### src/source/enable_gen_pkg.sv
/*
 * Enable-pulse generator shared definitions: bus word, register map
 * and the decoded views of the control word and controller state
 */
`default_nettype none

package enable_gen_pkg;

    typedef logic [31:0] bus_word_t;

    typedef logic [1:0] reg_index_t;

    // Register map, word index taken from address bits 3 to 2
    localparam reg_index_t reg_ctrl = 2'd0;
    localparam reg_index_t reg_period = 2'd1;
    localparam reg_index_t reg_threshold = 2'd2;

    // Only the run bit of the control word is implemented
    localparam bus_word_t ctrl_write_mask = 32'h0000_0001;

    typedef struct packed {
        logic [30:0] reserved;
        logic run;
    } ctrl_fields_t;

    typedef union packed {
        bus_word_t raw;
        ctrl_fields_t fields;
    } ctrl_word_t;

    typedef enum logic [1:0] {st_idle, st_count, st_pass} gen_state_t;

endpackage

`default_nettype wire

### src/source/enable_gen.sv
/*
 * Programmable enable-pulse generator with a Wishbone classic register
 * interface, a period counter and an external timebase pass-through
 */
`timescale 1ns/1ps
`default_nettype none

module enable_gen #(
    parameter int counter_width = 16,
    parameter enable_gen_pkg::bus_word_t base_address = '0
) (
    input  logic clock,
    input  logic rst_n,
    input  logic wb_cyc,
    input  logic wb_stb,
    input  logic wb_we,
    input  enable_gen_pkg::bus_word_t wb_adr,
    input  enable_gen_pkg::bus_word_t wb_dat_w,
    output enable_gen_pkg::bus_word_t wb_dat_r,
    output logic wb_ack,
    input  logic gen_enable_in,
    input  logic ext_timebase,
    output logic enable_out
);

    logic run;
    logic [counter_width-1:0] period;
    logic [counter_width-1:0] threshold;
    logic [counter_width-1:0] count;
    logic count_step;
    logic count_clear;
    logic pass_select;

    enable_gen_regs #(
        .counter_width(counter_width),
        .base_address(base_address)
    ) i_regs (
        .clock(clock),
        .rst_n(rst_n),
        .wb_cyc(wb_cyc),
        .wb_stb(wb_stb),
        .wb_we(wb_we),
        .wb_adr(wb_adr),
        .wb_dat_w(wb_dat_w),
        .wb_dat_r(wb_dat_r),
        .wb_ack(wb_ack),
        .run(run),
        .period(period),
        .threshold(threshold)
    );

    enable_gen_ctrl #(
        .counter_width(counter_width)
    ) i_ctrl (
        .clock(clock),
        .rst_n(rst_n),
        .run(run),
        .gen_enable_in(gen_enable_in),
        .period(period),
        .count_step(count_step),
        .count_clear(count_clear),
        .pass_select(pass_select)
    );

    period_counter #(
        .counter_width(counter_width)
    ) i_counter (
        .clock(clock),
        .rst_n(rst_n),
        .count_step(count_step),
        .count_clear(count_clear),
        .period(period),
        .count(count)
    );

    enable_pulse_unit #(
        .counter_width(counter_width)
    ) i_pulse (
        .clock(clock),
        .rst_n(rst_n),
        .count(count),
        .threshold(threshold),
        .count_step(count_step),
        .pass_select(pass_select),
        .ext_timebase(ext_timebase),
        .enable_out(enable_out)
    );

endmodule

`default_nettype wire

### src/source/enable_gen_ctrl.sv
/*
 * Enable-pulse generator controller: picks idle, counting or
 * external timebase pass-through from the enables and the period
 */
`timescale 1ns/1ps
`default_nettype none

module enable_gen_ctrl #(
    parameter int counter_width = 16
) (
    input  logic clock,
    input  logic rst_n,
    input  logic run,
    input  logic gen_enable_in,
    input  logic [counter_width-1:0] period,
    output logic count_step,
    output logic count_clear,
    output logic pass_select
);

    import enable_gen_pkg::*;

    // Shortest period the counter can turn into a timebase
    localparam logic [counter_width-1:0] min_period = 2;

    gen_state_t state;
    gen_state_t next_state;
    logic enabled;

    assign enabled = run || gen_enable_in;

    // The target state depends only on the inputs, so any change is
    // followed within one clock
    always_comb begin
        if (!enabled) begin
            next_state = st_idle;
        end else if (period >= min_period) begin
            next_state = st_count;
        end else begin
            next_state = st_pass;
        end
    end

    always_ff @(posedge clock) begin
        if (!rst_n) begin
            state <= st_idle;
        end else begin
            state <= next_state;
        end
    end

    // The counter is held at zero whenever it is not stepping, so each
    // counting run starts from a known phase
    always_comb begin
        count_step = 1'b0;
        count_clear = 1'b1;
        pass_select = 1'b0;
        case (state)
            st_count: begin
                count_step = 1'b1;
                count_clear = 1'b0;
            end
            st_pass: pass_select = 1'b1;
            default: ;
        endcase
    end

endmodule

`default_nettype wire

### src/source/enable_gen_regs.sv
/*
 * Wishbone classic register block of the enable-pulse generator.
 * Holds the control, period and threshold words with zero-extended readback
 */
`timescale 1ns/1ps
`default_nettype none

module enable_gen_regs #(
    parameter int counter_width = 16,
    parameter enable_gen_pkg::bus_word_t base_address = '0
) (
    input  logic clock,
    input  logic rst_n,
    input  logic wb_cyc,
    input  logic wb_stb,
    input  logic wb_we,
    input  enable_gen_pkg::bus_word_t wb_adr,
    input  enable_gen_pkg::bus_word_t wb_dat_w,
    output enable_gen_pkg::bus_word_t wb_dat_r,
    output logic wb_ack,
    output logic run,
    output logic [counter_width-1:0] period,
    output logic [counter_width-1:0] threshold
);

    import enable_gen_pkg::*;

    ctrl_word_t ctrl_q;
    logic [counter_width-1:0] period_q;
    logic [counter_width-1:0] threshold_q;

    logic request;
    logic addr_hit;
    reg_index_t index;
    bus_word_t read_data;

    // The cycle right after an ack never starts a new access, so one
    // request is acknowledged exactly once
    assign request = wb_cyc && wb_stb && !wb_ack;

    // Upper address bits select the block, bits 3 to 2 pick the word
    assign addr_hit = (wb_adr[31:4] == base_address[31:4]);
    assign index = wb_adr[3:2];

    always_comb begin
        read_data = '0;
        if (addr_hit) begin
            case (index)
                reg_ctrl: read_data = ctrl_q.raw;
                reg_period: read_data[counter_width-1:0] = period_q;
                reg_threshold: read_data[counter_width-1:0] = threshold_q;
                default: read_data = '0;
            endcase
        end
    end

    always_ff @(posedge clock) begin
        if (!rst_n) begin
            wb_ack <= 1'b0;
            ctrl_q.raw <= '0;
            period_q <= '0;
            threshold_q <= '0;
        end else begin
            wb_ack <= request;
            if (request && wb_we && addr_hit) begin
                case (index)
                    // Reserved control bits are dropped here so they read back as zero
                    reg_ctrl: ctrl_q.raw <= wb_dat_w & ctrl_write_mask;
                    reg_period: period_q <= wb_dat_w[counter_width-1:0];
                    reg_threshold: threshold_q <= wb_dat_w[counter_width-1:0];
                    default: ;
                endcase
            end
        end
    end

    // Read data is captured with the request and is valid while wb_ack is high
    always_ff @(posedge clock) begin
        if (request && !wb_we) begin
            wb_dat_r <= read_data;
        end
    end

    assign run = ctrl_q.fields.run;
    assign period = period_q;
    assign threshold = threshold_q;

endmodule

`default_nettype wire

### src/source/enable_pulse_unit.sv
/*
 * Enable pulse output stage: registered threshold match while counting,
 * or the external timebase delayed by one clock in pass-through
 */
`timescale 1ns/1ps
`default_nettype none

module enable_pulse_unit #(
    parameter int counter_width = 16
) (
    input  logic clock,
    input  logic rst_n,
    input  logic [counter_width-1:0] count,
    input  logic [counter_width-1:0] threshold,
    input  logic count_step,
    input  logic pass_select,
    input  logic ext_timebase,
    output logic enable_out
);

    logic match;
    logic pulse_next;

    // The count sits on each value for one clock, so a match is one cycle long
    assign match = count_step && (count == threshold);

    assign pulse_next = pass_select ? ext_timebase : match;

    always_ff @(posedge clock) begin
        if (!rst_n) begin
            enable_out <= 1'b0;
        end else begin
            enable_out <= pulse_next;
        end
    end

endmodule

`default_nettype wire

### src/source/period_counter.sv
/*
 * Period counter, steps from 0 to period-1 and wraps back to 0
 */
`timescale 1ns/1ps
`default_nettype none

module period_counter #(
    parameter int counter_width = 16
) (
    input  logic clock,
    input  logic rst_n,
    input  logic count_step,
    input  logic count_clear,
    input  logic [counter_width-1:0] period,
    output logic [counter_width-1:0] count
);

    logic [counter_width-1:0] last_count;
    logic at_end;

    assign last_count = period - 1'b1;

    // Compare with >= rather than == so that a period lowered below the
    // running count wraps on the next step
    assign at_end = (count >= last_count);

    always_ff @(posedge clock) begin
        if (!rst_n) begin
            count <= '0;
        end else if (count_clear) begin
            count <= '0;
        end else if (count_step) begin
            if (at_end) begin
                count <= '0;
            end else begin
                count <= count + 1'b1;
            end
        end
    end

endmodule

`default_nettype wire

### config.mk
export PLATFORM = sky130hd
export DESIGN_NAME = enable_gen
export DESIGN_NICKNAME = d
export VERILOG_FILES = /design/src/source/enable_gen_pkg.sv /design/src/source/enable_gen.sv /design/src/source/enable_gen_ctrl.sv /design/src/source/enable_gen_regs.sv /design/src/source/enable_pulse_unit.sv /design/src/source/period_counter.sv
export SDC_FILE = /design/constraint.sdc
export NUM_CORES = 1
export LEC_CHECK = 0
export BUFFER_PORTS_ARGS = -buffer_cell sky130_fd_sc_hd__clkbuf_2
export CAP_MARGIN = 0
export CORE_MARGIN = 4
export CORE_UTILIZATION = 50
export DETAILED_ROUTE_END_ITERATION = 10
export PLACE_DENSITY = 0.88
export SLEW_MARGIN = 20
export SYNTH_ARGS = -nofsm -noshare
export SYNTH_HDL_FRONTEND = slang
export SYNTH_SLANG_ARGS = --single-unit
### constraint.sdc
create_clock -name clock -period 6.29 [get_ports clock]
set_input_delay 0 -clock clock [delete_from_list [all_inputs] [get_ports clock]]
set_output_delay 0 -clock clock [all_outputs]
set_load 0.02 [all_outputs]
-- Word-level counts from Yosys, hierarchy flattened
Index checks and enable logic that the tools add are counted.
- magnitude comparators: 2
- reduce and logical (&&, ||, !) cells: 16
- add/subtract/negate cells: 2
- multiplexer cells: 6
- equal/unequal tests: 5
- operator list (cell ; number):
    one-hot mux 16 bit (3 select lines) ; 1
    zero test 28 bit ; 1
    adder 16 x 1 -> 16 bit (second input constant) ; 1
    equality test 16 bit ; 1
    >= comparator 16 bit ; 1
    >= comparator 16 x 2 -> 1 bit (second input constant) ; 1
    2-to-1 mux 16 bit ; 1
    subtractor 16 x 1 -> 16 bit (second input constant) ; 1
    AND reduction 2 bit ; 5
    logical AND 1 bit ; 6
    equality test 2 x 1 -> 1 bit (second input constant) ; 2
    equality test 2 bit (second input constant) ; 2
    2-to-1 mux 1 bit ; 3
    zero test 1 bit ; 2
    zero test 2 bit ; 1
    2-to-1 mux 2 bit ; 1
    logical OR 1 bit ; 1
- output and inout port bits: 34
- logic and storage cells: 39
- register bits: 69
- input port bits: 71

-- Depth between registers and ports, before layout
Gate-level depths: netlist of run 1.
- depth in word-level cells: 5
- gate-level depth with buffers: 11
- gate-level depth less buffers: 10

-- Modules after synthesis
A second synthesis of run 1 with hierarchy kept.
- cells, all modules: 416
- area total of the unflattened synthesis: 3888.7 um2
- modules (own cells, without submodules) (module ; cells each ; area each (um2) ; sequential area each (um2) ; instances):
    enable_gen_regs ; 219 ; 2257.2 ; 1161.1 ; 1
    period_counter ; 158 ; 1307.5 ; 320.3 ; 1
    enable_pulse_unit ; 26 ; 209.0 ; 20.0 ; 1
    enable_gen_ctrl ; 13 ; 115.1 ; 40.0 ; 1

-- Worst setup path before layout of run 1
No wires, ideal clock.
- kind: register to register
- start point: register i_regs.period_q[8], in the netlist i_regs.period[8]
- end point: register i_counter.count[10]
- arrival: 3.063 ns
- path buffers: 1
- clock period less this slack: 3.197 ns
- data required time: 6.156 ns
- cell stages (with the launch flop): 11
- setup time: 0.134 ns
- path slack: 3.093 ns
- path through: dfxtp_1 or4_1 nor3_1 nand3_1 xor2_1 ha_1 nand4_1 or3_1 nor4_2 buf_2 nor4_1
- cells in the longest elaborated chain, start to end: 3
- RTL lines (what ; RTL line ; source):
    start: declaration ; enable_gen_regs.sv:29 ; logic [counter_width-1:0] period_q;
    start signal: assignment ; enable_gen_regs.sv:69 ; reg_period: period_q <= wb_dat_w[counter_width-1:0];
    subtractor 16 x 1 -> 16 bit ; period_counter.sv:21 ; assign last_count = period - 1'b1;
    >= comparator 16 bit ; period_counter.sv:25 ; assign at_end = (count >= last_count);
    2-to-1 mux 16 bit ; period_counter.sv:33 ; if (at_end) begin
    end signal: assignment ; period_counter.sv:36 ; count <= count + 1'b1;
    end: declaration ; period_counter.sv:15 ; output logic [counter_width-1:0] count
No other way between the ends.
A chain may end at the register's enable or synchronous reset.

-- Final worst setup path of run 1
- start point: register i_regs.period_q[8], in the netlist i_regs.period[8]
- end point: register i_counter.count[13]
Same word-level chain as after synthesis.

==> results of run 1 <==
==> cells by family after synthesis <==
family,share of synthesized area (%)
simple gates,22.59
buf+inv,6.242
compound gates,7.690
fa+ha+maj,6.113
mux,9.524
flops,39.64
other cells,0.09643
xor+xnor,8.108
==> through the flow <==
stage          cell area (um^2)  setup WS [ns]  util, %  instances  power (mW)
2_1_floorplan              3945          3.093        -        425      0.5045
3_3_place_gp               4239          2.612    57.22        562      0.5195
3_5_place_dp               4247          2.488    57.32        563      0.5212
4_1_cts                    4593          2.459    62.00        597      0.8401
5_1_grt                    4598          2.544    62.07        597      0.8682
6_report                   4598          2.759    62.07        597      0.8361
==> cells in the mapped netlist (2+ instances only) <==
master / n / area share, %
xnor2_1: 11 / 2.5
buf_2: 2 / 0.26
a2111oi_2: 3 / 1.2
o31ai_1: 3 / 0.58
nand4_1: 6 / 0.97
a21oi_1: 3 / 0.39
buf_6: 2 / 0.58
nand2_1: 59 / 5.7
nor4b_1: 3 / 0.68
and3_1: 4 / 0.64
clkbuf_1: 15 / 1.4
edfxtp_1: 16 / 12
a2111oi_0: 2 / 0.45
mux2i_1: 37 / 9.5
nor4_1: 26 / 4.2
or3_1: 2 / 0.32
nor2_1: 27 / 2.6
dfxtp_1: 53 / 27
inv_1: 7 / 0.68
a21o_1: 3 / 0.58
o21ai_0: 3 / 0.39
nor2b_1: 5 / 0.80
or4_1: 3 / 0.58
buf_4: 17 / 3.3
a22oi_1: 15 / 2.9
xor2_1: 25 / 5.6
nor3_1: 6 / 0.77
and3b_1: 2 / 0.45
nand2b_1: 2 / 0.32
nand3_1: 10 / 1.3
ha_1: 19 / 6.1
==> timing repair <==
action,in CTS,in global routing
hold endpoints to repair,35,0
hold buffers,18,0
setup buffers,0,0
==> state kept, by name (all words and copies together), names as in the netlist <==
| signal | flops |
|---|---|
| i_counter.count | 16 |
| i_ctrl.state | 2 |
| i_regs.wb_ack | 1 |
| i_pulse.enable_out | 1 |
| i_regs.period | 16 |
| i_regs.ctrl_q | 1 |
| i_regs.wb_dat_r | 16 |
| i_regs.threshold | 16 |
==> layer usage <==
layer	up-vias	track usage, %
met5	-	0
met4	0	9.953
met3	29	5.864
met2	139	37.15
met1	1579	26.21
li1	1619	-
==> critical path, delay by kind of cell (launching register included) <==
kind                       cells  cell delay [ns]
AOI/OAI and AO/OA              1             0.15
adders and majority gates      1             0.30
and+or+nand+nor                6             2.35
xor gates and xnor gates       1             0.18
DFF                            1             0.38
==> worst max path at each step <==
stage | depth (start not counted) | from | to | slack [ns]
floorplan | 10 | i_regs.period[8] | i_counter.count[10] | 3.09
global placement | 9 | i_regs.period[8] | i_counter.count[13] | 2.61
detailed placement | 9 | i_regs.period[8] | i_counter.count[13] | 2.49
CTS | 9 | i_regs.period[8] | i_counter.count[13] | 2.46
global route | 9 | i_regs.period[8] | i_counter.count[0] | 2.54
finish | 9 | i_regs.period[8] | i_counter.count[13] | 2.76
==> layout make-up <==
class,count,share of cell area [%]
Tap cell,99,2.694
Clock buffer,10,2.776
Inverter,7,0.5714
Multi-Input combinational cell,313,47.24
Sequential cell,69,33.52
Clock inverter,6,0.8435
Timing Repair Buffer,93,12.35
==> power by group through the flow <==
stage                     clock [mW]  sequential (mW)  combinational, mW
final                          0.315            0.458             0.0634
after global routing           0.341            0.458             0.0694
after CTS                      0.320            0.458             0.0624
after detailed placement           0            0.468             0.0535
after global placement             0            0.467             0.0520
after floorplan                    0            0.473             0.0313
==> impl_results.md, run 1 <==
* Outcome: finished clean
* Placer Congestion at 0.9385
* Resize count post-CTS at 0
* Wire per inst at 16.00 um
* Top sig layer: met4
* Root buffer selected by CTS: clkbuf_8
* CP cell instances: or4_1 > nor3_1 > nand3_1 > xor2_1 > ha_1 > nand4_1 > or3_1 > nor2_2 > a2111oi_0
* Clock Sinks at 69
* Commonest non-fill, non-tap cell in the layout: clkbuf_2
* Die area at 9253 um^2
* Initial antenna violation count at 0
* NetSw at around 0.21 mW
* Yosys Warn Count at 0
* TritonRoute pass-1 iters at 5
* Unrepaired setup endpoints after global routing: false
* Port-buffer cells at 70
* Final net count at 583
* Seq pwr share at between 50 and 60%
* Endpoints failing hold at 0
* Ports at between 100 and 150
* Hold Path Class: input port to flip-flop
* Clock Path Buffers at 2
* Setup total negative slack at 0 ns
* First-pass GRT wire length at 15750 um
* Vias in the first global route at about 3400
* Rel. slew slack at 32.16%
* Total CTS buffers at 9
* CTS tree: yes
* Clock slew at reported path FFs at 0.09 ns
* Final critical-path share of the clock period at a little under three fifths
* Area grow syn2layout at 18.24%
* R2R depth at 9
* #FFs+latches synth at around 70
* GRT Overall Usage at 22.09%
* Syn Area/Cell at between 9 and 10 um^2
* Worst-Margin Slew at slightly above 1 ns
* Clock power frac at 37.7%
* Ys flop type: dfxtp_1
* Routed met3 length at roughly 630 um
* P_int at 0.6241 mW
* Diode count at 0
* Starting density of the core at 52.49%
* Final Max Tran Viols at 0
* R2R Path End: i_counter.count[13]
* LEAKAGE at 1.920 nW
* DRT Wirelength at roughly 9600 um
* Via count at 3366
* Max Clock Skew at roughly 0.015 ns
* Chip Width at slightly below 100 um
* Worst EP required at 6.49 ns
* FF+latch area at 1541 um^2
* Syn Inst Count at 410
* CP Launch Type: flip-flop
* Num rows at 31
* CP Max Fanout at 16
* Hold Worst Slack at 0.05751 ns
* Worst hold stages at 3
* Maxcap violations at 0
* CP peak stage delay at 0.60 ns
* H-tree depth at 3
* Most frequent cells in the layout: clkbuf_2 (70), nand2_1 (59), dfxtp_1 (53)
* Cell area after synthesis at 3889 um^2
* CP Data Arrival Time at about 3.7 ns
* Worst vdd ir at 81.55 uV
* Remaining global-route overflow at 0
* Post-synth EDFFs at 16
* Sw Share at 25.36%
* Final ANT Viol Nets at 0
* Critical R2R Launch: i_regs.period[8]
* Post-synth cell types at 50
* Sequential fraction of the synthesis area at 39.64%
* Worst Hold End: i_regs.wb_ack
* DRC at 0
* Routed vias/inst at approximately 5.6
* Die Ht at 96.19 um
* Crit Path Category: flip-flop to flip-flop
* FILL cells at 596
* Tmin final at 3.531 ns
* Worst setup EP type: flip-flop
* Multi-input gate area at 2172 um^2
* PwrDens at 181.8 nW/um^2
* Reg2reg setup slack at 2.76 ns
* Routed met2 length at approximately 4700 um
* Worst Min Path Start: wb_cyc
* Layout cells sized above 1 at a little over a fifth
* Max Freq at 283.2 MHz
* Largest net degree at the start of global routing at 55
* Initial DRC count at 187
* Critical path's slowest cell: or4_1
* Asr flop ratio synth at 0%
* Logic gate share of total power at roughly 7.6%
* Final Setup Violations at 0
* Core ar. at 7408 um^2
* Dpl hpwl at approximately 7000 um
* Clock latency on the worst-skew pair at between 0.3 and 0.4 ns
* WL met1 at 3883 um
No activity file was read; power rests on OpenSTA's default activity.
==> run 2, diff against run 1 <==
- ABC_AREA: default -> 1
- CORE_UTILIZATION: 50 -> 49
- clock period: 6.29 -> 3 ns (I/O delays scaled with it)
==> run 2 against run 1 <==
  * Clock power up 140%
  * Non-clock buffer count down 5
  * Sequential cell count unchanged
  * Wire length up 15%
  * Critical path type unchanged
  * Largest cell class unchanged
  * Highest routed layer unchanged
==> impl_results.md, run 2 <==
* Outcome: finished clean (unchanged)
* Total CTS buffers at 9 (unchanged)
* Most frequent cell after synthesis: nand2_1 (unchanged)
* Final net count at 833 (was 583)
* Diode count at 0 (unchanged)
* Worst Setup SP: i_regs.period[0] (was i_regs.period[8])
* Clock slew at reported path FFs at 0.07 ns (was 0.09 ns)
* Area grow syn2layout at 15.09% (was 18.24%)
* Maxcap violations at 0 (unchanged)
* Reg2reg setup slack at 0.41 ns (was 2.76 ns)
* Root buffer selected by CTS: clkbuf_8 (unchanged)
* Number of setup buffers added after CTS at 0 (unchanged)
* #FFs+latches synth at 69 (unchanged)
* Worst setup EP type: flip-flop (unchanged)
* H-tree depth at 3 (unchanged)
* Layout cells sized above 1 at 13.24% (was 21.08%)
* Port-buffer cells at 70 (unchanged)
* Most frequent cells in the layout: nand2_1 (165), inv_1 (122), nor2_1 (100) (was clkbuf_2 (70), nand2_1 (59), dfxtp_1 (53))
* Starting density of the core at 50.43% (was 52.49%)
* CP Data Arrival Time at 2.83 ns (was 3.73 ns)
* Commonest non-fill, non-tap cell in the layout: nand2_1 (was clkbuf_2)
* Initial DRC count at 254 (was 187)
* GRT Overall Usage at 21.35% (was 22.09%)
* Setup total negative slack at 0 ns (unchanged)
* Syn Inst Count at 667 (was 410)
* WP buf/inv at 3 (was 0)
* Crit Path Category: flip-flop to flip-flop (unchanged)
* Sequential fraction of the synthesis area at 34.88% (was 39.64%)
* Hold Path Class: input port to flip-flop (unchanged)
* Post-Synth Simple-Gate Area at 34.48% (was 22.59%)
* Vias in the first global route at 3954 (was 3443)
* Final Setup Violations at 0 (unchanged)
* Routed vias/inst at 5.042 (was 5.638)
* Critical path's slowest cell: dfxtp_1 (was or4_1)
* Rel. slew slack at 50.11% (was 32.16%)
* Largest net degree at the start of global routing at 38 (was 55)
* PwrDens at 363.6 nW/um^2 (was 181.8 nW/um^2)
* CP cell instances: inv_1 > ha_1 > nand2_1 > nor2_1 > nand4_1 > xor2_1 > inv_1 > ha_1 > nand4_1 > a21oi_1 > nor2_1 > nand2_1 > buf_4 > nor2_1 (was or4_1 > nor3_1 > nand3_1 > xor2_1 > ha_1 > nand4_1 > or3_1 > nor2_2 > a2111oi_0)
* Die area at 10600 um^2 (was 9253 um^2)
* Pwr Total at 1.849 mW (was 0.8361 mW)
* Via count at 4316 (was 3366)
* Clock latency on the worst-skew pair at 0.35 ns (was 0.36 ns)
* Post-synth cell types at 35 (was 50)
* CTS tree: yes (unchanged)
* Core ar. at 8763 um^2 (was 7408 um^2)
* Endpoints failing hold at 0 (unchanged)
* CP Launch Type: flip-flop (unchanged)
* Yosys top cell by area: dfxtp_1 (unchanged)
* Commonest cells in the synthesized netlist: nand2_1 (165), inv_1 (122), nor2_1 (101) (was nand2_1 (59), dfxtp_1 (53), mux2i_1 (37))
* R2R depth at 14 (was 9)
* Syn Area/Cell at 6.626 um^2 (was 9.485 um^2)
* Resize count post-CTS at 0 (unchanged)
* Complex-gate fraction of the synthesized area at 6.144% (was 7.690%)
* Chip Width at 103.0 um (was 96.19 um)
* Largest family of logic cells by synthesized area: simple AND/OR/NAND/NOR gates (unchanged)
* CP Max Fanout at 16 (unchanged)
* Synth top area share at 24.01% (was 27.28%)
* Most common cell on crit path: nor2_1
* Design area at 5086 um^2 (was 4598 um^2)
* Wire per inst at 12.79 um (was 16.00 um)
* R2R Path End: i_counter.count[13] (unchanged)
* Ys flop type: dfxtp_1 (unchanged)
* Post-Synth XOR/XNOR Area at 3.369% (was 8.108%)
* Dpl hpwl at 7896 um (was 7043 um)
* Asr flop ratio synth at 0% (unchanged)
* Final critical-path share of the clock period at 86.41% (was 56.13%)
* Cell area after synthesis at 4419 um^2 (was 3889 um^2)
* Critical path endpoint: i_counter.count[13] (unchanged)
* Cts-stage hold buffer count at 11 (was 18)
* Ports at 105 (unchanged)
* First-pass GRT wire length at 17740 um (was 15750 um)
* Mux cell area share after synthesis at 0% (was 9.524%)
* Initial antenna violation count at 0 (unchanged)
* DRT Wirelength at 10950 um (was 9550 um)
* Clock Path Buffers at 2 (unchanged)
* Max Clock Skew at 0.006515 ns (was 0.01457 ns)
* Yosys Warn Count at 0 (unchanged)
* Tmin final at 2.592 ns (was 3.531 ns)
* Critical R2R Launch: i_regs.period[0] (was i_regs.period[8])
* Final ANT Viol Nets at 0 (unchanged)
* Max Freq at 385.8 MHz (was 283.2 MHz)
* Placer Congestion at 0.9345 (was 0.9385)
* TritonRoute pass-1 iters at 7 (was 5)
* Num rows at 34 (was 31)
* Worst vdd ir at 282.0 uV (was 81.55 uV)
* Final Core Density at 58.04% (was 62.07%)
* Die Ht at 103.0 um (was 96.19 um)
* LEAKAGE at 2.590 nW (was 1.920 nW)
* Synth area leaders: dfxtp_1 (24%), nand2_1 (14%), edfxtp_1 (11%), inv_1 (10%), nor2_1 (8.6%) (was dfxtp_1 (27%), edfxtp_1 (12%), mux2i_1 (9.5%), ha_1 (6.1%), nand2_1 (5.7%))
* Final Max Tran Viols at 0 (unchanged)
* Remaining global-route overflow at 0 (unchanged)
* Clock Sinks at 69 (unchanged)
* Cell Area, Placed at 4786 um^2 (was 4247 um^2)
* Worst-Margin Slew at 0.7476 ns (was 1.018 ns)
* DRC at 0 (unchanged)
* Post-synth EDFFs at 16 (unchanged)
* Adder-Cell Fraction of Synth Area at 5.379% (was 6.113%)
* Worst EP required at 3.24 ns (was 6.49 ns)
* Crit-path leading delay family: simple AND/OR/NAND/NOR gates (unchanged)
* Unrepaired setup endpoints after global routing: false (unchanged)
* Critical path depth at 14 (was 9)
* CP peak stage delay at 0.32 ns (was 0.60 ns)
==> run 2: cell types whose count changed after synthesis, moves of 25 or more <==
| cell | change |
|---|---|
| inv_1 | +115 |
| mux2i_1 | -37 |
| nand4_1 | +35 |
| nand2_1 | +106 |
| nor2_1 | +74 |
| nor4_1 | -25 |
==> run 2: metrics by stage <==
stage                     instances  setup WS, ns  hold WS (ns)
final                           856        0.4078       0.01227
after global routing            856        0.2393       0.02761
after CTS                       856        0.4574      0.001415
after detailed placement        829        0.5109        0.2579
after global placement          829        0.5612        0.2492
after floorplan                 682        0.7341        0.1470
==> run 2: report_power, final <==
part,switching (mW),internal [mW]
combinational,0.0929,0.0531
clock,0.370,0.379
sequential,0.00156,0.953
==> run 2: worst min-delay path by stage <==
stage | start | end | slack, ns | cells past startpoint
floorplan | ext_timebase | i_pulse.enable_out | 0.15 | 2
global placement | ext_timebase | i_pulse.enable_out | 0.25 | 3
detailed placement | ext_timebase | i_pulse.enable_out | 0.26 | 3
CTS | wb_dat_w[8] | i_regs.period[8] | 0.001 | 5
global route | wb_dat_w[11] | i_regs.period[11] | 0.03 | 5
finish | wb_dat_w[8] | i_regs.period[8] | 0.01 | 5
==> run 2: area by class of cell <==
| type | count | area, um^2 |
|---|---|---|
| repair buffers | 88 | 513.0 |
| inverters | 123 | 461.7 |
| flip-flops and latches | 69 | 1541 |
| clock buffers | 9 | 123.9 |
| multi-input cells | 452 | 2245 |
| fillers | 807 | 3677 |
| clock inverters | 7 | 66.31 |
| well taps | 108 | 135.1 |
==> run 2: logic make-up (layout without fill, tap and decap cells) <==
| family | count (synthesis) | count (layout) |
|---|---|---|
| adder cells (fa/ha/maj) | 19 | 19 |
| AO/OA/AOI/OAI | 49 | 49 |
| flip-flops | 69 | 69 |
| buffers and inverters | 161 | 227 |
| XOR/XNOR | 17 | 17 |
| AND/OR/NAND/NOR | 351 | 351 |
| other | 1 | 16 |
==> run 2: worst reg2reg max path: cells and delay by family, from the launching register on <==
kind	cells	cell delay (ns)
compound gates	1	0.13
fa+ha+maj	2	0.54
xor+xnor	1	0.16
simple gates	7	0.88
buf+inv	3	0.46
flops	1	0.32
==> run 2: layer usage <==
| metal | up-vias | track usage (%) | wire, um |
|---|---|---|---|
| li1 | 2205 | - | - |
| met1 | 1894 | 26.61 | 4601 |
| met2 | 190 | 35.52 | 5207 |
| met3 | 27 | 5.345 | 857 |
| met4 | 0 | 8.167 | 285 |
| met5 | - | 0 | 0 |
